**src/rv_config.svh**
```systemverilog
`ifndef RV_CONFIG_SVH
`define RV_CONFIG_SVH

////////////////////////////////////////////////////////////
// Core widths and reset vector
////////////////////////////////////////////////////////////

`define XLEN     64     // Data and address width.
`define INST_W   32     // Instruction word width.
`define RESET_PC 64'h0  // First fetch address.

`endif

```
**src/rv_pkg.sv**
```systemverilog
package rv_pkg;

	////////////////////////////////////////////////////////////
	// Instruction formats
	////////////////////////////////////////////////////////////

	typedef struct packed {
		logic [6:0] funct7;
		logic [4:0] rs2;
		logic [4:0] rs1;
		logic [2:0] funct3;
		logic [4:0] rd;
		logic [6:0] opcode;
	} r_fmt_t;

	typedef struct packed {
		logic [11:0] imm12;
		logic [4:0]  rs1;
		logic [2:0]  funct3;
		logic [4:0]  rd;
		logic [6:0]  opcode;
	} i_fmt_t;

	typedef struct packed {
		logic       imm12;
		logic [5:0] imm10_5;
		logic [4:0] rs2;
		logic [4:0] rs1;
		logic [2:0] funct3;
		logic [3:0] imm4_1;
		logic       imm11;
		logic [6:0] opcode;
	} b_fmt_t;

	typedef struct packed {
		logic [19:0] imm20;
		logic [4:0]  rd;
		logic [6:0]  opcode;
	} u_fmt_t;

	typedef struct packed {
		logic       imm20;
		logic [9:0] imm10_1;
		logic       imm11;
		logic [7:0] imm19_12;
		logic [4:0] rd;
		logic [6:0] opcode;
	} j_fmt_t;

	// One fetched word, read through whichever view the opcode calls for.
	typedef union packed {
		r_fmt_t r_fmt;
		i_fmt_t i_fmt;
		b_fmt_t b_fmt;
		u_fmt_t u_fmt;
		j_fmt_t j_fmt;
	} inst_u;

	////////////////////////////////////////////////////////////
	// Control encodings
	////////////////////////////////////////////////////////////

	typedef enum logic [3:0] {
		alu_zero, alu_add, alu_sub, alu_and, alu_or, alu_xor,
		alu_sll, alu_srl, alu_sra, alu_slt, alu_sltu, alu_pass_b
	} alu_op_e;

	typedef enum logic {op1_rs1, op1_pc} op1_src_e;

	typedef enum logic [1:0] {op2_rs2, op2_imm, op2_four} op2_src_e;

	typedef enum logic [1:0] {
		stall_next = 2'b00,  // Load the decoded bundle.
		stall_zero = 2'b10   // Load a bubble.
	} stall_e;

endpackage

```
**src/ex_ctrl_if.sv**
```systemverilog
`timescale 1ns/1ns
`include "rv_config.svh"

interface ex_ctrl_if import rv_pkg::*; ();

	logic [`XLEN-1:0] pc;
	logic [`XLEN-1:0] rs1_data;
	logic [`XLEN-1:0] rs2_data;
	logic [`XLEN-1:0] imm;
	op1_src_e         op1_src;
	op2_src_e         op2_src;
	alu_op_e          alu_op;
	logic             rd_wena;
	logic [4:0]       rd_waddr;
	logic             branch;
	logic             jump;
	logic [2:0]       funct3;  // Branch condition.

	modport drive (
		output pc, rs1_data, rs2_data, imm, op1_src, op2_src, alu_op,
		output rd_wena, rd_waddr, branch, jump, funct3
	);

	modport take (
		input pc, rs1_data, rs2_data, imm, op1_src, op2_src, alu_op,
		input rd_wena, rd_waddr, branch, jump, funct3
	);

endinterface

```
**src/decoder.sv**
```systemverilog
`timescale 1ns/1ns
`include "rv_config.svh"

module decoder import rv_pkg::*; (
	input  logic             if_valid,
	input  logic [`XLEN-1:0] if_pc,
	input  inst_u            if_inst,
	input  logic             redirect,
	output logic [4:0]       rs1_addr,
	output logic [4:0]       rs2_addr,
	input  logic [`XLEN-1:0] rs1_data,
	input  logic [`XLEN-1:0] rs2_data,
	output logic             consume,
	output stall_e           stall,
	ex_ctrl_if.drive         id_bus
);

	localparam logic [6:0] OPC_OP     = 7'b0110011;
	localparam logic [6:0] OPC_OP_IMM = 7'b0010011;
	localparam logic [6:0] OPC_LUI    = 7'b0110111;
	localparam logic [6:0] OPC_AUIPC  = 7'b0010111;
	localparam logic [6:0] OPC_JAL    = 7'b1101111;
	localparam logic [6:0] OPC_BRANCH = 7'b1100011;

	logic [6:0]       opcode;
	logic [`XLEN-1:0] imm_i;
	logic [`XLEN-1:0] imm_b;
	logic [`XLEN-1:0] imm_u;
	logic [`XLEN-1:0] imm_j;
	logic             is_op;
	logic             alt;
	alu_op_e          arith_op;

	assign opcode   = if_inst.r_fmt.opcode;
	assign rs1_addr = if_inst.r_fmt.rs1;
	assign rs2_addr = if_inst.r_fmt.rs2;

	assign consume  = if_valid && !redirect;  // Wrong-path word is dropped.
	assign stall    = consume ? stall_next : stall_zero;

	assign imm_i = {{(`XLEN-12){if_inst.i_fmt.imm12[11]}}, if_inst.i_fmt.imm12};
	assign imm_b = {{(`XLEN-13){if_inst.b_fmt.imm12}}, if_inst.b_fmt.imm12,
		if_inst.b_fmt.imm11, if_inst.b_fmt.imm10_5, if_inst.b_fmt.imm4_1, 1'b0};
	assign imm_u = {{(`XLEN-32){if_inst.u_fmt.imm20[19]}}, if_inst.u_fmt.imm20, 12'h000};
	assign imm_j = {{(`XLEN-21){if_inst.j_fmt.imm20}}, if_inst.j_fmt.imm20,
		if_inst.j_fmt.imm19_12, if_inst.j_fmt.imm11, if_inst.j_fmt.imm10_1, 1'b0};

	// Register and immediate forms share funct3; only OP has SUB.
	assign is_op = (opcode == OPC_OP);
	assign alt   = if_inst.r_fmt.funct7[5];  // Bit 30 in both forms.

	always_comb begin
		case (if_inst.r_fmt.funct3)
			3'b000:  arith_op = (is_op && alt) ? alu_sub : alu_add;
			3'b001:  arith_op = alu_sll;
			3'b010:  arith_op = alu_slt;
			3'b011:  arith_op = alu_sltu;
			3'b100:  arith_op = alu_xor;
			3'b101:  arith_op = alt ? alu_sra : alu_srl;
			3'b110:  arith_op = alu_or;
			default: arith_op = alu_and;
		endcase
	end

	always_comb begin
		id_bus.pc       = if_pc;
		id_bus.rs1_data = rs1_data;
		id_bus.rs2_data = rs2_data;
		id_bus.rd_waddr = if_inst.r_fmt.rd;
		id_bus.funct3   = if_inst.r_fmt.funct3;
		id_bus.imm      = '0;
		id_bus.op1_src  = op1_rs1;
		id_bus.op2_src  = op2_rs2;
		id_bus.alu_op   = alu_zero;
		id_bus.rd_wena  = 1'b0;
		id_bus.branch   = 1'b0;
		id_bus.jump     = 1'b0;
		case (opcode)
			OPC_OP: begin
				id_bus.alu_op  = arith_op;
				id_bus.rd_wena = 1'b1;
			end
			OPC_OP_IMM: begin
				id_bus.imm     = imm_i;
				id_bus.op2_src = op2_imm;
				id_bus.alu_op  = arith_op;
				id_bus.rd_wena = 1'b1;
			end
			OPC_LUI: begin
				id_bus.imm     = imm_u;
				id_bus.op2_src = op2_imm;
				id_bus.alu_op  = alu_pass_b;
				id_bus.rd_wena = 1'b1;
			end
			OPC_AUIPC: begin
				id_bus.imm     = imm_u;
				id_bus.op1_src = op1_pc;
				id_bus.op2_src = op2_imm;
				id_bus.alu_op  = alu_add;
				id_bus.rd_wena = 1'b1;
			end
			OPC_JAL: begin
				id_bus.imm     = imm_j;
				id_bus.op1_src = op1_pc;
				id_bus.op2_src = op2_four;  // Link value.
				id_bus.alu_op  = alu_add;
				id_bus.rd_wena = 1'b1;
				id_bus.jump    = 1'b1;
			end
			OPC_BRANCH: begin
				id_bus.imm    = imm_b;
				id_bus.branch = 1'b1;
			end
			default: begin
			end
		endcase
	end

endmodule

```
**src/flat_wrapper.sv**
```systemverilog
// flat-port wrapper written by rule: the top's interface ports become plain ports
module decoder_flat import rv_pkg::*;
  (if_valid, if_pc, if_inst, redirect, rs1_addr, rs2_addr, rs1_data, rs2_data, consume, stall, id_bus_pc, id_bus_rs1_data, id_bus_rs2_data, id_bus_imm, id_bus_op1_src, id_bus_op2_src, id_bus_alu_op, id_bus_rd_wena, id_bus_rd_waddr, id_bus_branch, id_bus_jump, id_bus_funct3);
  ex_ctrl_if id_bus_i ();
  input  logic if_valid;
  input  logic [`XLEN-1:0] if_pc;
  input  inst_u if_inst;
  input  logic redirect;
  output logic [4:0] rs1_addr;
  output logic [4:0] rs2_addr;
  input  logic [`XLEN-1:0] rs1_data;
  input  logic [`XLEN-1:0] rs2_data;
  output logic consume;
  output stall_e stall;
  output wire logic [$bits(id_bus_i.pc)-1:0] id_bus_pc;
  output wire logic [$bits(id_bus_i.rs1_data)-1:0] id_bus_rs1_data;
  output wire logic [$bits(id_bus_i.rs2_data)-1:0] id_bus_rs2_data;
  output wire logic [$bits(id_bus_i.imm)-1:0] id_bus_imm;
  output wire logic [$bits(id_bus_i.op1_src)-1:0] id_bus_op1_src;
  output wire logic [$bits(id_bus_i.op2_src)-1:0] id_bus_op2_src;
  output wire logic [$bits(id_bus_i.alu_op)-1:0] id_bus_alu_op;
  output wire logic [$bits(id_bus_i.rd_wena)-1:0] id_bus_rd_wena;
  output wire logic [$bits(id_bus_i.rd_waddr)-1:0] id_bus_rd_waddr;
  output wire logic [$bits(id_bus_i.branch)-1:0] id_bus_branch;
  output wire logic [$bits(id_bus_i.jump)-1:0] id_bus_jump;
  output wire logic [$bits(id_bus_i.funct3)-1:0] id_bus_funct3;
  assign id_bus_pc = id_bus_i.pc;
  assign id_bus_rs1_data = id_bus_i.rs1_data;
  assign id_bus_rs2_data = id_bus_i.rs2_data;
  assign id_bus_imm = id_bus_i.imm;
  assign id_bus_op1_src = id_bus_i.op1_src;
  assign id_bus_op2_src = id_bus_i.op2_src;
  assign id_bus_alu_op = id_bus_i.alu_op;
  assign id_bus_rd_wena = id_bus_i.rd_wena;
  assign id_bus_rd_waddr = id_bus_i.rd_waddr;
  assign id_bus_branch = id_bus_i.branch;
  assign id_bus_jump = id_bus_i.jump;
  assign id_bus_funct3 = id_bus_i.funct3;
  decoder u_core (.if_valid(if_valid), .if_pc(if_pc), .if_inst(if_inst), .redirect(redirect), .rs1_addr(rs1_addr), .rs2_addr(rs2_addr), .rs1_data(rs1_data), .rs2_data(rs2_data), .consume(consume), .stall(stall), .id_bus(id_bus_i));
endmodule
```
**config.mk**
```make
export PLATFORM = sky130hd
export DESIGN_NAME = decoder_flat
export DESIGN_NICKNAME = d
export VERILOG_FILES = /design/src/rv_pkg.sv /design/src/ex_ctrl_if.sv /design/src/decoder.sv /design/src/flat_wrapper.sv
export VERILOG_INCLUDE_DIRS = /design/src
export SDC_FILE = /design/constraint.sdc
export NUM_CORES = 1
export LEC_CHECK = 0
export BUFFER_PORTS_ARGS = -buffer_cell sky130_fd_sc_hd__buf_2
export CAP_MARGIN = 20
export CORE_AREA = 2 2 202 204
export DETAILED_ROUTE_END_ITERATION = 8
export DIE_AREA = 0 0 204 206
export PLACE_DENSITY = 0.37
export SYNTH_ARGS = -nofsm -noshare
export SYNTH_HDL_FRONTEND = slang
export SYNTH_SLANG_ARGS = --single-unit
```
**constraint.sdc**
```tcl
create_clock -name vclk -period 3.79
set_clock_uncertainty 0.15 [all_clocks]
set_input_delay 0.5685 -clock vclk [all_inputs]
set_output_delay 0.5685 -clock vclk [all_outputs]
set_load 0.01 [all_outputs]
```
==> impl_metrics.ini <==
[clock_tree]
cts_resized = 0
hold_buffers = 0
cts_setup_buffers = 0

[drt]
route.vias.total = 1562
ant_nets = 0
drtIter0Drc = 42
wl_um = 10100
drt_pass1_iterations = 4
drc = 0
viasPerCell = 2.09
wire_per_inst_um = 13.5

[global_routing]
grt_max_degree = 34
grt_pass1_wl_um = 11900
grtUsageMet1 = 0.0380
grt.busiest_layer = met2
overflow = 0
grt_pass1_vias = 1383
antenna_found_initial = 5
grt_use_total = 0.0420
grtUsageMet3 = 0.0331
use_met2 = 0.0601

[sta]
period_minus_slack_ps = 2770
max_slew_margin = 0.350
rsz0062_at_grt = false
setup_violations = 0
timing.fmax_ghz = 0.360
slew_violations = 0
tightest_slew_ps = 975
fin_crit_sh = 0.732
hold_viol_final = 0
finalSetupTns_ps = 0

[outcome]
outcome = complete, no violations

[worst_setup_path]
cpMostUsedCell = buf_2
crit_chain = buf_2, and3b_2, a32oi_2, nor3b_1, buf_2
cp.required_ps = 3070
crit_type = primary input to output port
startpoint_type = primary input
crit_slowest_cell = a32oi_2
cpPeakStageDelay_ps = 750
endpoint_kind = output port
cp_max_fo = 17
cp.arrival_ps = 2060

[yosys]
avgSynthCellArea_um2 = 7.44
postSynthCellCount = 332
synth_warnings = 0
seq_area_frac_synth = 0
synth_cell_types = 37
netlist_area_um2 = 2470
syn_nets = 558

[final_layout]
syn_to_final_growth_pct = -21.8
multi_input_area_um2 = 591
final_nets = 442
fin_area_um2 = 1930
antennaDiodeCount = 0
drive_gt1_frac = 0.645
n_clock_buffer = 0
fillers = 4796
seq_cell_count = 0
seq_area_um2 = 0

[min_path]
whs_endpoint = id_bus_pc[16]
min_from = if_pc[16]
hold_depth = 0
hp-class = primary input to output port

[placed_design]
hpwl_um = 8890
place_area_um2 = 1930
io_buffer_count = 128
routabilityCongestion = 0.542

[die]
die_w_um = 204
rows = 74
core_area_um2 = 40200
die_area_um2 = 42000
fp.dieH_um = 206
start_util = 0.0614
io_pins = 513

[power_and_ir_drop]
vdd_drop_max_mv = 0.0100
p_leak_nw = 0.883
power_density_nw_per_um2 = 53.7

[run]
drv_cap = 0
==> layout make-up <==
class,count,share of cell area
timing repair buffer,130,0.340
inverter,5,0.00972
multi-input combinational,79,0.306
tap,532,0.345
==> through the flow <==
step / util / hold WS [ps] / power, W / setup slack [ps] / instances
floorplan: - / 1070 / 0.000275 / 375 / 332
global placement: 0.0480 / 987 / 0.000106 / 951 / 746
detailed placement: 0.0480 / 987 / 0.000107 / 880 / 746
CTS: 0.0480 / 987 / 0.000107 / 893 / 746
global route: 0.0480 / 987 / 0.000116 / 784 / 746
finish: 0.0480 / 987 / 0.000104 / 1020 / 746
==> placed cells by master, fill, tap and decap left out, types with 3 or more instances in the layout <==
master	n
nand3_1	3
a21o_1	9
nor2_1	5
o21ai_0	3
a22o_1	4
nand2_1	5
nor3b_1	9
buf_2	128
inv_1	5
a21oi_1	3
o2bb2ai_1	12
==> synthesized netlist by cell type, types with 2 or more instances <==
cell / number / area (µm²)
buf_4: 244 / 1830
o2bb2ai_1: 12 / 105
a21o_1: 9 / 67.6
nor3b_1: 9 / 67.6
inv_1: 5 / 18.8
nand2_1: 5 / 18.8
nor2_1: 5 / 18.8
a21oi_1: 4 / 20.0
a22o_1: 4 / 35.0
nand3_1: 3 / 15.0
o21ai_0: 3 / 15.0
buf_6: 2 / 22.5
nand2b_1: 2 / 12.5
o22ai_1: 2 / 12.5
==> kinds of logic after synthesis <==
logic type             after synthesis  synth area share
AO/OA/AOI/OAI                       42             0.138
XOR/XNOR                             1           0.00355
buffers and inverters              253             0.762
multiplexers                         1           0.00405
other                                1           0.00152
AND/OR/NAND/NOR                     34            0.0902
==> where the power goes <==
group	total, W	internal, W	switching (W)	leakage, nW
Clock	0	0	0	0
Combinational	0.000104	0.0000397	0.0000640	0.883
Sequential	0	0	0	0
Total	0.000104	0.0000397	0.0000640	0.883
==> metal layers <==
layer / wire, µm / vias to the layer above
met5: 53 / -
met4: 920 / 8
met3: 1910 / 94
met2: 4040 / 207
met1: 3160 / 651
li1: - / 602
==> critical path, delay by kind of cell <==
| kind | cells | cell delay, ps |
|---|---|---|
| simple gates | 2 | 370 |
| compound gates | 1 | 750 |
| buf+inv | 2 | 340 |
==> worst max path at each step <==
stage	to	from
6_report	id_bus_imm[8]	if_inst[5]
5_1_grt	id_bus_imm[40]	if_inst[1]
4_1_cts	id_bus_imm[58]	if_inst[1]
3_5_place_dp	id_bus_imm[58]	if_inst[1]
3_3_place_gp	id_bus_imm[32]	if_inst[0]
2_1_floorplan	id_bus_imm[32]	if_inst[6]
Note: power is estimated with default switching activity, not from simulation.
