$ cat src/rv_config.svh
`ifndef RV_CONFIG_SVH
`define RV_CONFIG_SVH

////////////////////////////////////////////////////////////
// Core widths and reset vector
////////////////////////////////////////////////////////////

`define XLEN     64     // Data and address width.
`define INST_W   32     // Instruction word width.
`define RESET_PC 64'h0  // First fetch address.

`endif

$ cat src/rv_pkg.sv
package rv_pkg;

	////////////////////////////////////////////////////////////
	// Instruction formats
	////////////////////////////////////////////////////////////

	typedef struct packed {
		logic [6:0] funct7;
		logic [4:0] rs2;
		logic [4:0] rs1;
		logic [2:0] funct3;
		logic [4:0] rd;
		logic [6:0] opcode;
	} r_fmt_t;

	typedef struct packed {
		logic [11:0] imm12;
		logic [4:0]  rs1;
		logic [2:0]  funct3;
		logic [4:0]  rd;
		logic [6:0]  opcode;
	} i_fmt_t;

	typedef struct packed {
		logic       imm12;
		logic [5:0] imm10_5;
		logic [4:0] rs2;
		logic [4:0] rs1;
		logic [2:0] funct3;
		logic [3:0] imm4_1;
		logic       imm11;
		logic [6:0] opcode;
	} b_fmt_t;

	typedef struct packed {
		logic [19:0] imm20;
		logic [4:0]  rd;
		logic [6:0]  opcode;
	} u_fmt_t;

	typedef struct packed {
		logic       imm20;
		logic [9:0] imm10_1;
		logic       imm11;
		logic [7:0] imm19_12;
		logic [4:0] rd;
		logic [6:0] opcode;
	} j_fmt_t;

	// One fetched word, read through whichever view the opcode calls for.
	typedef union packed {
		r_fmt_t r_fmt;
		i_fmt_t i_fmt;
		b_fmt_t b_fmt;
		u_fmt_t u_fmt;
		j_fmt_t j_fmt;
	} inst_u;

	////////////////////////////////////////////////////////////
	// Control encodings
	////////////////////////////////////////////////////////////

	typedef enum logic [3:0] {
		alu_zero, alu_add, alu_sub, alu_and, alu_or, alu_xor,
		alu_sll, alu_srl, alu_sra, alu_slt, alu_sltu, alu_pass_b
	} alu_op_e;

	typedef enum logic {op1_rs1, op1_pc} op1_src_e;

	typedef enum logic [1:0] {op2_rs2, op2_imm, op2_four} op2_src_e;

	typedef enum logic [1:0] {
		stall_next = 2'b00,  // Load the decoded bundle.
		stall_zero = 2'b10   // Load a bubble.
	} stall_e;

endpackage

$ cat src/fetch_unit.sv
`timescale 1ns/1ns
`include "rv_config.svh"

module fetch_unit import rv_pkg::*; (
	input  logic               clk,
	input  logic               rst,
	output logic               wb_cyc,
	output logic               wb_stb,
	output logic [`XLEN-1:0]   wb_adr,
	input  logic [`INST_W-1:0] wb_dat_i,
	input  logic               wb_ack,
	input  logic               redirect,
	input  logic [`XLEN-1:0]   redirect_pc,
	input  logic               consume,
	output logic               if_valid,
	output logic [`XLEN-1:0]   if_pc,
	output inst_u              if_inst
);

	localparam logic [`XLEN-1:0] PC_STEP = 4;

	logic [`XLEN-1:0] next_pc;
	logic [`XLEN-1:0] issue_pc;
	logic             discard;
	logic             ack_seen;
	logic             issue;

	assign wb_stb   = wb_cyc;
	assign ack_seen = wb_cyc && wb_ack;
	assign issue    = !wb_cyc || ack_seen;                  // Bus idle or request done.
	assign issue_pc = redirect ? redirect_pc : next_pc;

	always_ff @(posedge clk) begin
		if (rst) begin
			wb_cyc  <= 1'b0;
			next_pc <= `RESET_PC;
			discard <= 1'b0;
		end else if (issue) begin
			wb_cyc  <= 1'b1;
			next_pc <= issue_pc + PC_STEP;
			discard <= 1'b0;
		end else if (redirect) begin
			next_pc <= redirect_pc;                          // Wait for the stale ack.
			discard <= 1'b1;
		end
	end

	always_ff @(posedge clk) begin
		if (issue) begin
			wb_adr <= issue_pc;
		end
	end

	////////////////////////////////////////////////////////////
	// One-entry fetched-instruction buffer
	////////////////////////////////////////////////////////////

	always_ff @(posedge clk) begin
		if (rst) begin
			if_valid <= 1'b0;
		end else if (ack_seen && !discard && !redirect) begin
			if_valid <= 1'b1;
		end else if (consume || redirect) begin
			if_valid <= 1'b0;
		end
	end

	always_ff @(posedge clk) begin
		if (ack_seen) begin
			if_pc   <= wb_adr;
			if_inst <= wb_dat_i;
		end
	end

endmodule

$ cat config.mk
export PLATFORM = sky130hd
export DESIGN_NAME = fetch_unit
export DESIGN_NICKNAME = d
export VERILOG_FILES = /design/src/rv_pkg.sv /design/src/fetch_unit.sv
export VERILOG_INCLUDE_DIRS = /design/src
export SDC_FILE = /design/constraint.sdc
export NUM_CORES = 1
export LEC_CHECK = 0
export BUFFER_PORTS_ARGS = -buffer_cell sky130_fd_sc_hd__buf_2
export CAP_MARGIN = 20
export CORE_MARGIN = 2
export CORE_UTILIZATION = 47
export CTS_CLUSTER_DIAMETER = 50
export DETAILED_ROUTE_END_ITERATION = 7
export GPL_TIMING_DRIVEN = 0
export PLACE_DENSITY = 0.79
export SLEW_MARGIN = 10
export SYNTH_ARGS = -nofsm -noshare
export SYNTH_HDL_FRONTEND = slang
export SYNTH_SLANG_ARGS = --single-unit
$ cat constraint.sdc
create_clock -name clk -period 3 [get_ports clk]
set_input_delay 0.15 -clock clk [delete_from_list [all_inputs] [get_ports clk]]
set_output_delay 0.15 -clock clk [all_outputs]
set_load 0.1 [all_outputs]
==> impl_metrics.toml, run 1 <==
[outcome]
status = "finished clean"

[power_and_ir_drop]
powerDensity_nw_per_um2 = 690.6
power.leakage_uw = 0.005092
p_comb_share_pct = 20.5
switching_share_pct = 31.80
intPower_uw = 5884
ir_drop_mv = 0.5012
power.net_switching_uw = 2743
p_clk_share_pct = 36.8
p_seq_share_pct = 42.7

[die]
row_count = 51
ioPinCount = 264
design.die.area_sq_um = 20870
start_util_pct = 47.80
core-area_sq_um = 19400
die_y_um = 144.5
die_w_um = 144.5

[min_path]
hold_end = "next_pc[39]"
hold_path_class = "input port to flop"
hp-start = "redirect_pc[39]"
holdPathStages = 4

[cells_and_area]
multi_input_area_sq_um = 2943
stdcell_area_sq_um = 12490
fin_nets = 1159
n_fill_cell = 1510
syn2layout_area_growth_pct = 34.73
regArea_sq_um = 6146
drive_above_1_share_pct = 35.93

[synth]
netlist-cell-type-count = 55
avgSynthCellArea_sq_um = 13.10
ys_ff_latch = 227
synth_seq_area_share_pct = 66.28
async_reset_ff_share_pct = 0
synth_warnings = 0
synth_nets = 810
netlist_instances = 708
synth_edf_count = 160
synth_ff_type = "edfxtp_1"
synthesis.area_sq_um = 9273

[critical_path]
reg2reg_slack_ns = 0.23
rr_startpoint = "wb_cyc"
critPathMaxStageDelay_ns = 0.58
slowest_stage = "clkbuf_1"
cp.required_ns = 3.40
end_kind = "flop"
worstPathArrival_ns = 3.23
rr_worst_depth = 8
cp_max_fo = 10
critPathKind = "input port to flop"
worst_r2r_endpoint = "next_pc[57]"
crit_chain = "buf_2 > buf_4 > buf_2 > buf_2 > buf_2 > buf_2 > clkbuf_1 > a31oi_1 > nor3_1 > xnor2_1 > nor2_1"
critPathLaunchType = "input port"
crit_top_cell = "buf_2"

[detailed_routing]
drtAntennaViolNets = 0
drt-total-wl_mm = 25.70
drt_iter0_markers = 686
first_pass_iters = 5
via_per_inst = 5.382
route.detailed.drc = 0
route.detailed.wl_per_inst_um = 19.11
vias = 7239

[clock_network]
clockBufferDepth = 3
numCtsBuffers = 26
cts_max_level = 1
cts.sinks = 227
clk_latency_ns = 0.53
clk_pin_slew_worst_paths_ns = 0.06
cts_tree = "yes"
cts_root_buf = "clkbuf_16"

[sta]
fmax_ghz = 0.3530
fin_crit_ns = 2.833
drv_slew = 0
tightest_slew_ns = 0.8074
clock_skew_ns = 0.01154
finalSetupViolCount = 0
hold_ws_ns = 0.01361
maxSlewHeadroom_pct = 46.17
hold_viol = 0
post-route-period-util_pct = 94.42
rsz0062_at_grt = "no"

[global_route]
grt.total_usage_pct = 23.92
grt_pass1_vias = 7014
antenna_found_initial = 4
grt_max_degree = 62
gr-total-overflow = 0
grt_first_pass_wirelength_mm = 37.81

[place]
numPortBuffers = 263
placed_area_sq_um = 10970
dpl.hpwl_mm = 17.76
routabilityCongestion = 0.9042

[flow_run]
cap_violations = 0
## registers in the layout, indices dropped and copies added (netlist names)
| register | count |
|---|---|
| if_inst | 32 |
| next_pc | 64 |
| wb_cyc | 1 |
| wb_adr | 64 |
| if_pc | 64 |
| discard | 1 |
| if_valid | 1 |
## cell families after synthesis
| logic type | synth area share, % |
|---|---|
| xor+xnor | 3.117 |
| mux | 7.017 |
| flops | 66.28 |
| compound gates | 5.991 |
| buf+inv | 2.658 |
| simple gates | 14.80 |
| fa+ha+maj | 0.1349 |
## worst max-delay path: cells and delay by family
family | cells | cell delay (ns)
xor+xnor | 1 | 0.15
buf+inv | 7 | 2.44
simple gates | 2 | 0.30
compound gates | 1 | 0.18
## timing repair
action / in CTS / in global routing
setup endpoints to repair: 27 / 16
endpoints found under the hold margin: 60 / 0
pin swaps: 3 / 0
hold buffers: 56 / 0
setup buffers: 2 / 0
resized for setup: 10 / 3
## worst max-delay path by stage
stage | start | endpoint | slack (ns) | cells past startpoint
finish | redirect | next_pc[26] | 0.17 | 11
global route | wb_cyc | next_pc[59] | 0.03 | 8
CTS | redirect | next_pc[58] | 0.02 | 15
detailed placement | redirect | next_pc[58] | -1.49 | 15
global placement | redirect | next_pc[58] | -1.47 | 15
floorplan | redirect | next_pc[58] | 0.08 | 14
## cell type report
class / count / area share [%]
multi-input combinational: 431 / 23.56
inverter: 22 / 0.6810
sequential: 227 / 49.19
tap: 265 / 2.654
timing repair buffer: 323 / 15.52
buffer: 26 / 1.282
clock buffer: 37 / 6.109
antenna: 3 / 0.06009
clock inverter: 11 / 0.9414
## per-stage QoR
stage               TNS (ns)  setup WS, ns  util [%]  power (uW)  instances
CTS                        0       0.02249     64.32        8668       1343
global route               0       0.02615     64.38        8876       1343
global placement      -32.54        -1.468     56.30        5427       1236
detailed placement    -28.40        -1.494     56.57        5451       1238
floorplan                  0       0.07533         -        5109        708
finish                     0        0.1674     64.40        8628       1345
## Yosys cell counts (all sizes together), types with 4 or more instances
library cell  count  area, sq um
dfxtp            67         1341
a22oi             5        37.54
and2              7        43.79
edfxtp          160         4805
and3              4        25.02
mux2             40        450.4
nand2b            6        37.54
inv              22        82.58
a31o              5        43.79
a32o              6        60.06
nor2             51        191.4
a21o              7        52.55
a211oi            7        57.55
a31oi             5        31.28
xor2              6        52.55
nor2b            10        62.56
nor4             10        68.81
nand4b            7        61.31
o211ai            4        30.03
clkbuf           11        41.29
nand2            62        232.7
xnor2            27        236.5
nand4            21        143.9
a21oi            17        88.84
o21ai            13        65.06
nor3             18        90.09
nand3            33        170.2
nand3b           13        97.59
or4               8        63.81
buf              17        122.6
mux2i            20        200.2
## routing by layer
| layer | share of wire [%] | vias to the layer above | track usage, % |
|---|---|---|---|
| li1 | - | 3360 | - |
| met1 | 39 | 3407 | 30.34 |
| met2 | 48 | 400 | 40.03 |
| met3 | 9.5 | 70 | 5.728 |
| met4 | 3.1 | 2 | 8.789 |
| met5 | 0.043 | - | 0 |
## layout by cell type, fill, tap and decap left out, drive strengths merged, types with 24 or more instances in the layout
cell,netlist,layout
buf,17,282
clkbuf,11,48
dfxtp,67,67
dlygate4sd3,0,56
edfxtp,160,160
inv,22,24
mux2,40,40
nand2,62,62
nand3,33,33
nor2,51,51
xnor2,27,27
## power groups by stage
stage / registers, uW / clock network (uW) / logic, uW
6_report: 3690 / 3170 / 1770
5_1_grt: 3710 / 3330 / 1840
4_1_cts: 3680 / 3220 / 1770
3_5_place_dp: 3750 / 0 / 1700
3_3_place_gp: 3750 / 0 / 1680
2_1_floorplan: 4800 / 0 / 307
Note: power is estimated with default switching activity, not from simulation.
==> run 2: changes to the inputs <==
--- a/config.mk
+++ b/config.mk
@@ -8,6 +8,7 @@
 export LEC_CHECK = 0
 export BUFFER_PORTS_ARGS = -buffer_cell sky130_fd_sc_hd__buf_2
 export CAP_MARGIN = 20
+export CORE_ASPECT_RATIO = 2
 export CORE_MARGIN = 2
 export CORE_UTILIZATION = 47
 export CTS_CLUSTER_DIAMETER = 50
==> run 2 against run 1 <==
  * Largest cell class unchanged
  * Routed wire length rose by 4.4%
  * Critical endpoint is now next_pc[31]
  * Sequential share of layout area rose by 1.4 points
  * Setup slack got worse by 0.024 ns
  * Critical path depth fell by 3
  * Sequential cell count did not move
  * Largest power group unchanged
  * Die area rose by 0.33%
  * Highest routed layer is now met4
  * Via count fell by 1.2%
==> impl_metrics.toml, run 2 (synthesized netlist as in run 1, its figures left out) <==
[global_route]
grt_max_degree = 67
top_usage_layer = "met2"
grt_first_pass_wirelength_mm = 39.18
use_met3_pct = 3.270
grt_util_met2_pct = 45.73
grt_use_met1_pct = 25.50
gr-total-overflow = 0
antenna_found_initial = 6
grt_pass1_vias = 7229
grt.total_usage_pct = 25.12

[power_and_ir_drop]
power.leakage_uw = 0.004979
powerDensity_nw_per_um2 = 670.6
ir_drop_mv = 0.4259
p_comb_share_pct = 21.4
intPower_uw = 5486
p_seq_share_pct = 45.2
p_total_uw = 8154
power.net_switching_uw = 2667
p_clk_share_pct = 33.3
switching_share_pct = 32.71

[critical_path]
critPathLaunchType = "flop"
cp.required_ns = 3.37
critPathKind = "flop to flop"
end_kind = "flop"
cp_max_fo = 10
worstPathArrival_ns = 3.23

[clock_network]
cts_root_buf = "clkbuf_16"
cts_max_level = 1
clk_latency_ns = 0.51
clockBufferDepth = 3
clk_pin_slew_worst_paths_ns = 0.07
cts_tree = "yes"
cts.sinks = 227
numCtsBuffers = 20

[sta]
finalSetupViolCount = 0
clock_skew_ns = 0.01065
fin_crit_ns = 2.856
rsz0062_at_grt = "no"
maxSlewHeadroom_pct = 42.19
final.setup.tns_ns = 0
tightest_slew_ns = 0.8671
post-route-period-util_pct = 95.21
hold_viol = 0
fmax_ghz = 0.3501
drv_slew = 0

[detailed_routing]
route.detailed.drc = 0
drt-total-wl_mm = 26.83
via_per_inst = 5.428
drt_iter0_markers = 395
route.detailed.wl_per_inst_um = 20.37
first_pass_iters = 5
vias = 7149
drtAntennaViolNets = 0

[die]
core-area_sq_um = 19370
die_y_um = 202.6
design.die.area_sq_um = 20940
die_w_um = 103.3
ioPinCount = 264
start_util_pct = 47.87
row_count = 72

[place]
dpl.hpwl_mm = 19.37
routabilityCongestion = 0.9827
numPortBuffers = 263

[cells_and_area]
largest_registers = "if_pc x64, next_pc x64, wb_adr x64"
fin_nets = 1140
mostFrequentLayoutCell = "buf_2"
most-common-layout-cells = "268 x buf_2, 160 x edfxtp_1, 67 x dfxtp_1"
syn2layout_area_growth_pct = 31.13
n_fill_cell = 1564
fin_util_pct = 62.78
drive_above_1_share_pct = 35.93

[min_path]
hold_path_class = "input port to flop"

[flow_run]
cap_violations = 0

[outcome]
status = "finished clean"
-- run 2: path summary, 6_finish.rpt --
kind,startpoint,end,slack (ns),depth (start not counted)
max,wb_cyc,next_pc[31],0.14,8
max reg2reg,wb_cyc,next_pc[31],0.14,8
min,redirect_pc[58],wb_adr[58],0.003,2
min reg2reg,wb_adr[1],if_pc[1],0.44,0
-- run 2: power by group through the flow --
stage,Combinational (uW),Clock [uW],Sequential [uW]
after floorplan,307,0,4800
after global placement,1690,0,3750
after detailed placement,1710,0,3750
after CTS,1750,2760,3690
after global routing,1810,2850,3710
final,1750,2720,3690
-- run 2: timing repair --
action,4_1_cts,5_1_grt
gates cloned,0,0
gates resized for setup,12,0
pin swaps,2,0
endpoints found under the hold margin,42,0
setup endpoints to repair,28,1
hold buffers,39,0
setup buffers,4,3
-- run 2: cell type report --
type / instances / area [sq um] / area share (%)
flip-flops and latches: 227 / 6146 / 50.55
repair buffers: 310 / 1799 / 14.80
well taps: 259 / 324.1 / 2.665
inverters: 22 / 85.08 / 0.6997
clock inverters: 11 / 133.9 / 1.101
plain buffers: 26 / 156.4 / 1.286
diodes: 6 / 15.01 / 0.1235
clock buffers: 25 / 550.5 / 4.528
multi-input cells: 431 / 2949 / 24.25
-- run 2: critical path: stages (launching register included) --
cell      delay (ns)
dfxtp_1         0.33
nor2b_1         0.14
clkbuf_1        0.23
a221oi_2        0.53
nand3_1         0.25
buf_2           0.24
nor3b_1         0.65
and4b_1         0.29
nor3_1          0.05
-- run 2: through the flow --
| stage | instance area, sq um | setup slack [ns] | std cells | hold WS, ns |
|---|---|---|---|---|
| after floorplan | 9274 | 0.07533 | 708 | 0.2489 |
| after global placement | 10910 | -1.577 | 1230 | 0.3267 |
| after detailed placement | 10950 | -1.604 | 1231 | 0.3284 |
| after CTS | 12110 | 0.1751 | 1308 | 0.001880 |
| after global routing | 12160 | 0.009152 | 1317 | 0.02183 |
| final | 12160 | 0.1436 | 1317 | 0.002920 |
-- run 2: routing by layer --
layer | vias to the layer above | share of wire (%)
li1 | 3315 | -
met1 | 3418 | 33
met2 | 315 | 55
met3 | 101 | 5.3
met4 | 0 | 6.5
met5 | - | 0
