### src/rv_config.svh
`ifndef RV_CONFIG_SVH
`define RV_CONFIG_SVH

////////////////////////////////////////////////////////////
// Core widths and reset vector
////////////////////////////////////////////////////////////

`define XLEN     64     // Data and address width.
`define INST_W   32     // Instruction word width.
`define RESET_PC 64'h0  // First fetch address.

`endif

### src/rv_pkg.sv
package rv_pkg;

	////////////////////////////////////////////////////////////
	// Instruction formats
	////////////////////////////////////////////////////////////

	typedef struct packed {
		logic [6:0] funct7;
		logic [4:0] rs2;
		logic [4:0] rs1;
		logic [2:0] funct3;
		logic [4:0] rd;
		logic [6:0] opcode;
	} r_fmt_t;

	typedef struct packed {
		logic [11:0] imm12;
		logic [4:0]  rs1;
		logic [2:0]  funct3;
		logic [4:0]  rd;
		logic [6:0]  opcode;
	} i_fmt_t;

	typedef struct packed {
		logic       imm12;
		logic [5:0] imm10_5;
		logic [4:0] rs2;
		logic [4:0] rs1;
		logic [2:0] funct3;
		logic [3:0] imm4_1;
		logic       imm11;
		logic [6:0] opcode;
	} b_fmt_t;

	typedef struct packed {
		logic [19:0] imm20;
		logic [4:0]  rd;
		logic [6:0]  opcode;
	} u_fmt_t;

	typedef struct packed {
		logic       imm20;
		logic [9:0] imm10_1;
		logic       imm11;
		logic [7:0] imm19_12;
		logic [4:0] rd;
		logic [6:0] opcode;
	} j_fmt_t;

	// One fetched word, read through whichever view the opcode calls for.
	typedef union packed {
		r_fmt_t r_fmt;
		i_fmt_t i_fmt;
		b_fmt_t b_fmt;
		u_fmt_t u_fmt;
		j_fmt_t j_fmt;
	} inst_u;

	////////////////////////////////////////////////////////////
	// Control encodings
	////////////////////////////////////////////////////////////

	typedef enum logic [3:0] {
		alu_zero, alu_add, alu_sub, alu_and, alu_or, alu_xor,
		alu_sll, alu_srl, alu_sra, alu_slt, alu_sltu, alu_pass_b
	} alu_op_e;

	typedef enum logic {op1_rs1, op1_pc} op1_src_e;

	typedef enum logic [1:0] {op2_rs2, op2_imm, op2_four} op2_src_e;

	typedef enum logic [1:0] {
		stall_next = 2'b00,  // Load the decoded bundle.
		stall_zero = 2'b10   // Load a bubble.
	} stall_e;

endpackage

### src/ex_ctrl_if.sv
`timescale 1ns/1ns
`include "rv_config.svh"

interface ex_ctrl_if import rv_pkg::*; ();

	logic [`XLEN-1:0] pc;
	logic [`XLEN-1:0] rs1_data;
	logic [`XLEN-1:0] rs2_data;
	logic [`XLEN-1:0] imm;
	op1_src_e         op1_src;
	op2_src_e         op2_src;
	alu_op_e          alu_op;
	logic             rd_wena;
	logic [4:0]       rd_waddr;
	logic             branch;
	logic             jump;
	logic [2:0]       funct3;  // Branch condition.

	modport drive (
		output pc, rs1_data, rs2_data, imm, op1_src, op2_src, alu_op,
		output rd_wena, rd_waddr, branch, jump, funct3
	);

	modport take (
		input pc, rs1_data, rs2_data, imm, op1_src, op2_src, alu_op,
		input rd_wena, rd_waddr, branch, jump, funct3
	);

endinterface

### src/id_ex.sv
`timescale 1ns/1ns
`include "rv_config.svh"

module id_ex import rv_pkg::*; (
	input  logic     clk,
	input  logic     rst,
	input  stall_e   stall,
	ex_ctrl_if.take  id_bus,
	ex_ctrl_if.drive ex_bus
);

	logic load;

	assign load = !rst && (stall == stall_next);  // Anything else makes a bubble.

	always_ff @(posedge clk) begin
		if (load) begin
			ex_bus.pc       <= id_bus.pc;
			ex_bus.rs1_data <= id_bus.rs1_data;
			ex_bus.rs2_data <= id_bus.rs2_data;
			ex_bus.imm      <= id_bus.imm;
			ex_bus.op1_src  <= id_bus.op1_src;
			ex_bus.op2_src  <= id_bus.op2_src;
			ex_bus.alu_op   <= id_bus.alu_op;
			ex_bus.rd_wena  <= id_bus.rd_wena;
			ex_bus.rd_waddr <= id_bus.rd_waddr;
			ex_bus.branch   <= id_bus.branch;
			ex_bus.jump     <= id_bus.jump;
			ex_bus.funct3   <= id_bus.funct3;
		end else begin
			ex_bus.pc       <= '0;
			ex_bus.rs1_data <= '0;
			ex_bus.rs2_data <= '0;
			ex_bus.imm      <= '0;
			ex_bus.op1_src  <= op1_rs1;
			ex_bus.op2_src  <= op2_rs2;
			ex_bus.alu_op   <= alu_zero;
			ex_bus.rd_wena  <= 1'b0;
			ex_bus.rd_waddr <= 5'd0;
			ex_bus.branch   <= 1'b0;
			ex_bus.jump     <= 1'b0;
			ex_bus.funct3   <= 3'b000;
		end
	end

endmodule

### src/flat_wrapper.sv
// flat-port wrapper written by rule: the top's interface ports become plain ports
module id_ex_flat import rv_pkg::*;
  (clk, rst, stall, id_bus_pc, id_bus_rs1_data, id_bus_rs2_data, id_bus_imm, id_bus_op1_src, id_bus_op2_src, id_bus_alu_op, id_bus_rd_wena, id_bus_rd_waddr, id_bus_branch, id_bus_jump, id_bus_funct3, ex_bus_pc, ex_bus_rs1_data, ex_bus_rs2_data, ex_bus_imm, ex_bus_op1_src, ex_bus_op2_src, ex_bus_alu_op, ex_bus_rd_wena, ex_bus_rd_waddr, ex_bus_branch, ex_bus_jump, ex_bus_funct3);
  ex_ctrl_if id_bus_i ();
  ex_ctrl_if ex_bus_i ();
  input  logic clk;
  input  logic rst;
  input  stall_e stall;
  input wire logic [$bits(id_bus_i.pc)-1:0] id_bus_pc;
  input wire logic [$bits(id_bus_i.rs1_data)-1:0] id_bus_rs1_data;
  input wire logic [$bits(id_bus_i.rs2_data)-1:0] id_bus_rs2_data;
  input wire logic [$bits(id_bus_i.imm)-1:0] id_bus_imm;
  input wire logic [$bits(id_bus_i.op1_src)-1:0] id_bus_op1_src;
  input wire logic [$bits(id_bus_i.op2_src)-1:0] id_bus_op2_src;
  input wire logic [$bits(id_bus_i.alu_op)-1:0] id_bus_alu_op;
  input wire logic [$bits(id_bus_i.rd_wena)-1:0] id_bus_rd_wena;
  input wire logic [$bits(id_bus_i.rd_waddr)-1:0] id_bus_rd_waddr;
  input wire logic [$bits(id_bus_i.branch)-1:0] id_bus_branch;
  input wire logic [$bits(id_bus_i.jump)-1:0] id_bus_jump;
  input wire logic [$bits(id_bus_i.funct3)-1:0] id_bus_funct3;
  output wire logic [$bits(ex_bus_i.pc)-1:0] ex_bus_pc;
  output wire logic [$bits(ex_bus_i.rs1_data)-1:0] ex_bus_rs1_data;
  output wire logic [$bits(ex_bus_i.rs2_data)-1:0] ex_bus_rs2_data;
  output wire logic [$bits(ex_bus_i.imm)-1:0] ex_bus_imm;
  output wire logic [$bits(ex_bus_i.op1_src)-1:0] ex_bus_op1_src;
  output wire logic [$bits(ex_bus_i.op2_src)-1:0] ex_bus_op2_src;
  output wire logic [$bits(ex_bus_i.alu_op)-1:0] ex_bus_alu_op;
  output wire logic [$bits(ex_bus_i.rd_wena)-1:0] ex_bus_rd_wena;
  output wire logic [$bits(ex_bus_i.rd_waddr)-1:0] ex_bus_rd_waddr;
  output wire logic [$bits(ex_bus_i.branch)-1:0] ex_bus_branch;
  output wire logic [$bits(ex_bus_i.jump)-1:0] ex_bus_jump;
  output wire logic [$bits(ex_bus_i.funct3)-1:0] ex_bus_funct3;
  assign id_bus_i.pc = id_bus_pc;
  assign id_bus_i.rs1_data = id_bus_rs1_data;
  assign id_bus_i.rs2_data = id_bus_rs2_data;
  assign id_bus_i.imm = id_bus_imm;
  assign id_bus_i.op1_src = id_bus_op1_src;
  assign id_bus_i.op2_src = id_bus_op2_src;
  assign id_bus_i.alu_op = id_bus_alu_op;
  assign id_bus_i.rd_wena = id_bus_rd_wena;
  assign id_bus_i.rd_waddr = id_bus_rd_waddr;
  assign id_bus_i.branch = id_bus_branch;
  assign id_bus_i.jump = id_bus_jump;
  assign id_bus_i.funct3 = id_bus_funct3;
  assign ex_bus_pc = ex_bus_i.pc;
  assign ex_bus_rs1_data = ex_bus_i.rs1_data;
  assign ex_bus_rs2_data = ex_bus_i.rs2_data;
  assign ex_bus_imm = ex_bus_i.imm;
  assign ex_bus_op1_src = ex_bus_i.op1_src;
  assign ex_bus_op2_src = ex_bus_i.op2_src;
  assign ex_bus_alu_op = ex_bus_i.alu_op;
  assign ex_bus_rd_wena = ex_bus_i.rd_wena;
  assign ex_bus_rd_waddr = ex_bus_i.rd_waddr;
  assign ex_bus_branch = ex_bus_i.branch;
  assign ex_bus_jump = ex_bus_i.jump;
  assign ex_bus_funct3 = ex_bus_i.funct3;
  id_ex u_core (.clk(clk), .rst(rst), .stall(stall), .id_bus(id_bus_i), .ex_bus(ex_bus_i));
endmodule
### config.mk
export PLATFORM = sky130hd
export DESIGN_NAME = id_ex_flat
export DESIGN_NICKNAME = d
export VERILOG_FILES = /design/src/rv_pkg.sv /design/src/ex_ctrl_if.sv /design/src/id_ex.sv /design/src/flat_wrapper.sv
export VERILOG_INCLUDE_DIRS = /design/src
export SDC_FILE = /design/constraint.sdc
export NUM_CORES = 1
export LEC_CHECK = 0
export ABC_CLOCK_PERIOD_IN_PS = 900
export BUFFER_PORTS_ARGS = -buffer_cell sky130_fd_sc_hd__buf_2
export CORE_AREA = 2 2 215 217
export CTS_CLUSTER_DIAMETER = 120
export DETAILED_ROUTE_END_ITERATION = 8
export DIE_AREA = 0 0 217 219
export PLACE_DENSITY_LB_ADDON = 0.25
export SLEW_MARGIN = 30
export SYNTH_ARGS = -nofsm -noshare
export SYNTH_HDL_FRONTEND = slang
export SYNTH_SLANG_ARGS = --single-unit
### constraint.sdc
create_clock -name clk -period 0.9 [get_ports clk]
set_clock_uncertainty 0.1 [all_clocks]
set_input_delay 0.045 -clock clk [delete_from_list [all_inputs] [get_ports clk]]
set_output_delay 0.045 -clock clk [all_outputs]
set_load 0.01 [all_outputs]
==> results of run 1 <==
-- metrics by stage --
| step | util, % | TNS [ps] |
|---|---|---|
| final | 40.6 | -65110 |
| after detailed placement | 28.7 | -26940 |
| after CTS | 39.1 | -76720 |
| after floorplan | - | 0 |
| after global routing | 40.6 | -77400 |
| after global placement | 28.7 | -22140 |
-- area by class of cell --
cell class	instances	area share, %
multi-input cells	274	15.7
well taps	600	4.10
repair buffers	936	42.9
diodes	4	0.0547
flip-flops and latches	274	31.2
clock inverters	12	1.18
clock buffers	42	4.85
-- routing by layer --
metal	part of all wire, %	vias up	track usage, %
met4	2.8	0	4.82
met2	51	373	24.8
met5	0	-	0
met1	37	4210	15.3
met3	8.7	66	4.39
li1	-	4170	-
-- power by group through the flow --
stage | Sequential, mW | Combinational [mW] | Clock, mW
finish | 12.6 | 4.05 | 13.6
global route | 12.7 | 4.33 | 14.5
CTS | 12.6 | 3.90 | 14.0
detailed placement | 12.8 | 2.77 | 0
global placement | 12.8 | 2.77 | 0
floorplan | 13.0 | 1.09 | 0
-- logic make-up (layout without fill, tap and decap cells) --
family / Yosys count / after routing / share of synthesized area [%]
flops: 274 / 274 / 61.8
simple gates: 274 / 274 / 31.3
buf+inv: 90 / 990 / 6.97
other cells: 0 / 4 / 0
-- Yosys cell counts --
library cell | instances | area [um^2]
buf_2 | 57 | 285
buf_6 | 28 | 315
nor4b_2 | 60 | 901
dfxtp_1 | 274 | 5490
nor4b_1 | 214 | 1870
clkbuf_1 | 5 | 18.8
-- worst max path at each step --
| stage | startpoint | to | slack, ps | depth (start not counted) |
|---|---|---|---|---|
| CTS | u_core.ex_bus.pc[55] | ex_bus_pc[55] | -320 | 1 |
| detailed placement | stall[1] | u_core.ex_bus.pc[58] | -270 | 4 |
| global placement | stall[1] | u_core.ex_bus.pc[58] | -280 | 4 |
| finish | stall[0] | u_core.ex_bus.rs1_data[18] | -310 | 5 |
| floorplan | stall[1] | u_core.ex_bus.alu_op[0] | 100 | 3 |
| global route | u_core.ex_bus.imm[38] | ex_bus_imm[38] | -320 | 1 |
-- flip-flops by register name, indices dropped and copies added, names as in the netlist, 2 cells and up --
name / flops
u_core.ex_bus.imm: 64
u_core.ex_bus.pc: 64
u_core.ex_bus.rs1_data: 64
u_core.ex_bus.rs2_data: 64
u_core.ex_bus.rd_waddr: 5
u_core.ex_bus.alu_op: 4
u_core.ex_bus.funct3: 3
u_core.ex_bus.op2_src: 2
-- repair_timing --
action | in CTS | in global routing
endpoints found under the hold margin | 274 | 196
hold buffers | 286 | 4
endpoints found under the setup margin | 274 | 309
pin swaps | 0 | 4
gates resized for setup | 217 | 193
-- worst max-delay path: stages --
cell	delay [ps]
buf_8	120
buf_4	140
dlygate4sd3_1	710
nor4b_1	420
buf_4	180
==> impl_metrics.csv, run 1 <==
group,metric,value,unit
status,status,"complete, but fails checks",
status,violations,"hold timing, setup timing",
placement,gp_congestion,0.754,
logic_synthesis,ys_seq_area_share,61.8,%
job,drv_cap,0,
global_route,grt_pass1_wl,52200,um
pwr,switchingPower,6.74,mW
layout,final_common_cell,"buf_2",
detailed_routing,vias,8819,
layout,layout_common_cells,"buf_2, dlygate4sd3_1, nor4b_1",
detailed_routing,ant_nets,0,
detailed_routing,first_pass_iters,4,
logic_synthesis,avgSynthCellArea,13.9,um^2
floorplan,dieArea,47500,um^2
critical_path,cp_max_fo,8,
critical_path,required,1300,ps
logic_synthesis,ys_warn_count,0,
floorplan,core-area,45100,um^2
pwr,p_comb_share,13.4,%
global_route,grt_max_degree,52,
floorplan,io_pins,552,
hold_path,hold_end,"u_core.ex_bus.rs1_data[6]",
timing,final.min_clock_period,1210,ps
hold_path,hp-class,"input pin to flop",
layout,layout.nets,1794,
clock_tree,clk_pin_slew,60,ps
pwr,p_leak,7.73,nW
placement,place_inst,1803,
clock_tree,post_cts_buffers,0,
critical_path,end_kind,"flop",
layout,layout.area.seq,5710,um^2
clock_tree,cts_tree,"done",
logic_synthesis,syn_inst,638,
clock_tree,cts_made_buffers,30,
global_route,grt_pass1_vias,9512,
placement,place_hpwl,24000,um
timing,finalSetupViolCount,287,
timing,whs,-386,ps
layout,drive_gt1_share,62.4,%
timing,relSlewSlack,71.7,%
logic_synthesis,syn_nets,916,
clock_tree,cts-root-buf,"clkbuf_16",
timing,finalCritPeriodShare,135,%
placement,place_ws,-266,ps
pwr,p_per_area,1650,nW/um^2
logic_synthesis,netlist_area,8880,um^2
placement,portBuffers,551,
detailed_routing,route.detailed.drc,0,
layout,multi_input_area,2870,um^2
timing,worstMarginPinSlew,423,ps
pwr,ir_worst_vdd,1.37,mV
layout,finalInstanceArea,18300,um^2
clock_tree,cts_sinks,274,
hold_path,worstHoldPathCells,2,
pwr,swShare,22.3,%
global_route,grt.overflow.total,0,
layout,fin_cells,2142,
clock_tree,htreeDepth,1,
timing,finalMaxSlewViolations,0,
timing,max_freq,825,MHz
layout,nFillCells,4225,
floorplan,dieHeight,219,um
critical_path,critPathArrivalTime,1620,ps
critical_path,worstSetupStartpointType,"input pin",
timing,timing.final.hold_violations,198,
floorplan,rows,78,
detailed_routing,vias_per_cell,4.12,
pwr,p_total,30.3,mW
logic_synthesis,ys_seq_elements,274,
detailed_routing,wl,35700,um
floorplan,initial_core_util,19.7,%
logic_synthesis,synth_cell_types,6,
detailed_routing,drtIter0Drc,302,
pwr,power.share.sequential,41.8,%
clock_tree,cts.path.max_buffers,3,
timing,rsz0062_at_grt,"yes",
pwr,clkPwrFrac,44.8,%
global_route,grt.total_usage,13.8,%
hold_path,worst_hold_startpoint,"stall[0]",
timing,worst_slack,-313,ps
floorplan,die_w,217,um
placement,placed_cell_area,12900,um^2
pwr,internal_power,23.5,mW
layout,area_delta_synth_final,106,%
critical_path,crit_type,"input pin to flop",
detailed_routing,routedWlPerCell,16.7,um
global_route,antenna_found_initial,3,
Note: power is estimated with default switching activity, not from simulation.
==> run 2: changes to the inputs <==
--- a/config.mk
+++ b/config.mk
@@ -8,12 +8,15 @@
 export LEC_CHECK = 0
 export ABC_CLOCK_PERIOD_IN_PS = 900
 export BUFFER_PORTS_ARGS = -buffer_cell sky130_fd_sc_hd__buf_2
-export CORE_AREA = 2 2 215 217
+export CELL_PAD_IN_SITES_DETAIL_PLACEMENT = 1
+export CELL_PAD_IN_SITES_GLOBAL_PLACEMENT = 2
+export CORE_AREA = 2 2 218 220
+export CTS_BUF_LIST = sky130_fd_sc_hd__clkbuf_4
 export CTS_CLUSTER_DIAMETER = 120
 export DETAILED_ROUTE_END_ITERATION = 8
-export DIE_AREA = 0 0 217 219
+export DIE_AREA = 0 0 220 222
 export PLACE_DENSITY_LB_ADDON = 0.25
-export SLEW_MARGIN = 30
+export SLEW_MARGIN = 20
 export SYNTH_ARGS = -nofsm -noshare
 export SYNTH_HDL_FRONTEND = slang
 export SYNTH_SLANG_ARGS = --single-unit
==> impl_metrics.csv, run 2 <==
group,metric,value,unit
logic_synthesis,synth_top_area_share,61.8,%
logic_synthesis,synth.most_common_cell,"dfxtp_1",
floorplan,initial_core_util,19.2,%
logic_synthesis,yosys.area.top_type,"dfxtp_1",
status,status,"aborted with a tool error",
logic_synthesis,ys_seq_area_share,61.8,%
clock_tree,cts-root-buf,"clkbuf_4",
placement,portBuffers,551,
logic_synthesis,synthTopCellsByArea,"dfxtp_1, nor4b_1, nor4b_2",
clock_tree,post_cts_buffers,0,
floorplan,die_w,220,um
floorplan,rows,79,
logic_synthesis,synthFlopType,"dfxtp_1",
logic_synthesis,synth_commonest_cells,"dfxtp_1, nor4b_1, nor4b_2",
clock_tree,hold_buffers,378,
floorplan,io_pins,552,
clock_tree,htreeDepth,3,
logic_synthesis,async_reset_ff_share,0,%
logic_synthesis,syn_inst,638,
logic_synthesis,avgSynthCellArea,13.9,um^2
logic_synthesis,syn_nets,916,
placement,place_inst,1757,
placement,gp_congestion,0.769,
logic_synthesis,ys_warn_count,0,
placement,placed_cell_area,12400,um^2
logic_synthesis,synth_cell_types,6,
clock_tree,cts.path.max_buffers,3,
clock_tree,cts_sinks,274,
status,tool.error,"[ERROR RSZ-0060] Max buffer count reached.",
clock_tree,ctsResizeCount,358,
placement,place_hpwl,26900,um
floorplan,dieHeight,222,um
logic_synthesis,netlist_area,8880,um^2
clock_tree,cts_made_buffers,81,
logic_synthesis,synth-edff-count,0,
status,haltStage,"clock tree synthesis (4_1_cts)",
logic_synthesis,ys_seq_elements,274,
==> run 2: kinds of logic after synthesis <==
group	synth area share (%)
simple gates	31.3
buf+inv	6.97
flops	61.8
==> run 2: stage by stage <==
step / hold WS (ps) / setup slack (ps)
floorplan: 116 / 101
global placement: 217 / -188
detailed placement: 216 / -165
==> run 3: changes to the inputs <==
--- a/config.mk
+++ b/config.mk
@@ -8,14 +8,10 @@
 export LEC_CHECK = 0
 export ABC_CLOCK_PERIOD_IN_PS = 900
 export BUFFER_PORTS_ARGS = -buffer_cell sky130_fd_sc_hd__buf_2
-export CELL_PAD_IN_SITES_DETAIL_PLACEMENT = 1
-export CELL_PAD_IN_SITES_GLOBAL_PLACEMENT = 2
 export CORE_AREA = 2 2 218 220
-export CTS_BUF_LIST = sky130_fd_sc_hd__clkbuf_4
-export CTS_CLUSTER_DIAMETER = 120
 export DETAILED_ROUTE_END_ITERATION = 8
 export DIE_AREA = 0 0 220 222
-export PLACE_DENSITY_LB_ADDON = 0.25
+export PLACE_DENSITY_LB_ADDON = 0.15
 export SLEW_MARGIN = 20
 export SYNTH_ARGS = -nofsm -noshare
 export SYNTH_HDL_FRONTEND = slang
==> impl_metrics.csv, run 3 (synthesis gave the netlist of run 1 again) <==
group,metric,value,unit
critical_path,cp-startpoint,"u_core.ex_bus.imm[32]",
critical_path,end_kind,"output port",
global_route,grt.total_usage,13.4,%
floorplan,core-area,46300,um^2
clock_tree,cts_made_buffers,31,
clock_tree,htreeDepth,1,
critical_path,cp_max_fo,1,
floorplan,initial_core_util,19.2,%
placement,place_hpwl,23900,um
timing,finalMaxSlewViolations,0,
critical_path,slowest_stage,"dfxtp_2",
timing,finalCritPeriodShare,132,%
clock_tree,hold_buffers,274,
timing,relSlewSlack,68.2,%
clock_tree,post_cts_buffers,0,
clock_tree,cts_sinks,274,
status,status,"complete, but fails checks",
hold_path,worst_hold_startpoint,"stall[1]",
floorplan,rows,79,
placement,portBuffers,551,
floorplan,io_pins,552,
layout,diodes,0,
clock_tree,cts_tree,"done",
floorplan,die_w,220,um
timing,worstMarginPinSlew,476,ps
detailed_routing,ant_nets,0,
detailed_routing,vias,8658,
global_route,grt_max_degree,48,
layout,layout_common_cells,"buf_2, dlygate4sd3_1, nor4b_1",
detailed_routing,drtIter0Drc,317,
critical_path,worstSetupStartpointType,"flop",
pwr,p_per_area,1700,nW/um^2
global_route,antenna_found_initial,1,
detailed_routing,wl,35100,um
hold_path,hp-class,"input pin to flop",
timing,worst_slack,-286,ps
critical_path,worst-path-buf-inv,1,
layout,nFillCells,4524,
clock_tree,cts-root-buf,"clkbuf_16",
clock_tree,clk_pin_slew,60,ps
layout,layout.nets,1768,
placement,gp_congestion,0.766,
critical_path,required,750,ps
job,drv_cap,0,
global_route,grt_pass1_wl,51600,um
detailed_routing,routedWlPerCell,16.5,um
layout,area_delta_synth_final,102,%
global_route,grt_pass1_vias,9049,
timing,whs,-134,ps
floorplan,dieArea,48800,um^2
floorplan,dieHeight,222,um
critical_path,worstPathCellList,"buf_6",
layout,final_common_cell,"buf_2",
detailed_routing,vias_per_cell,4.08,
timing,max_freq,843,MHz
placement,place_ws,-346,ps
global_route,grt.overflow.total,0,
status,violations,"hold timing, setup timing",
critical_path,critPathArrivalTime,1040,ps
critical_path,cpPeakStageDelay,350,ps
timing,rsz0062_at_grt,"yes",
layout,postLayoutCoreUtil,38.9,%
detailed_routing,route.detailed.drc,0,
clock_tree,cts.path.max_buffers,3,
layout,drive_gt1_share,61.5,%
pwr,p_leak,7.57,nW
pwr,ir_worst_vdd,1.54,mV
timing,final.min_clock_period,1190,ps
critical_path,crit_type,"flop to output port",
timing,timing.final.hold_violations,27,
timing,finalSetupViolCount,274,
detailed_routing,first_pass_iters,4,
critical_path,crit_family,"flip-flops",
## run 3: final cells by class
type / count / area [um^2] / area share (%)
multi-input cells: 274 / 2780 / 15.4
repair buffers: 909 / 7570 / 42.1
well taps: 607 / 759 / 4.22
flip-flops and latches: 274 / 5720 / 31.8
clock buffers: 43 / 891 / 4.95
clock inverters: 15 / 263 / 1.46
## run 3: per-stage QoR
stage | TNS, ps | area, um^2 | instances | power [mW] | hold slack, ps
global route | -77990 | 18000 | 2122 | 31.9 | -119
finish | -66880 | 18000 | 2122 | 30.6 | -134
CTS | -79280 | 17500 | 2122 | 31.0 | -143
detailed placement | -33230 | 12700 | 1790 | 15.5 | 216
global placement | -29230 | 12700 | 1790 | 15.5 | 215
floorplan | 0 | 8880 | 638 | 14.1 | 116
## run 3: repair_timing
item,CTS,global route
pin swaps,0,0
endpoints found under the setup margin,274,274
cloned,0,0
gates resized for setup,261,146
hold endpoints to repair,274,27
## run 3: final timing paths
kind | endpoint | slack (ps) | depth (start not counted)
max | ex_bus_imm[32] | -290 | 1
min | u_core.ex_bus.imm[14] | -130 | 2
## run 3: layer usage
| layer | GRT usage [%] | wire length, um | part of all wire (%) |
|---|---|---|---|
| met1 | 14.8 | 13400 | 38 |
| met2 | 24.3 | 18000 | 51 |
| met3 | 2.99 | 2390 | 6.8 |
| met4 | 5.67 | 1250 | 3.6 |
| met5 | 0 | 16 | 0.046 |
## run 3: power by group
group	internal, mW	total, mW	switching, mW
Sequential	12.5	12.6	0.136
Combinational	2.36	3.87	1.52
Clock	8.89	14.1	5.25
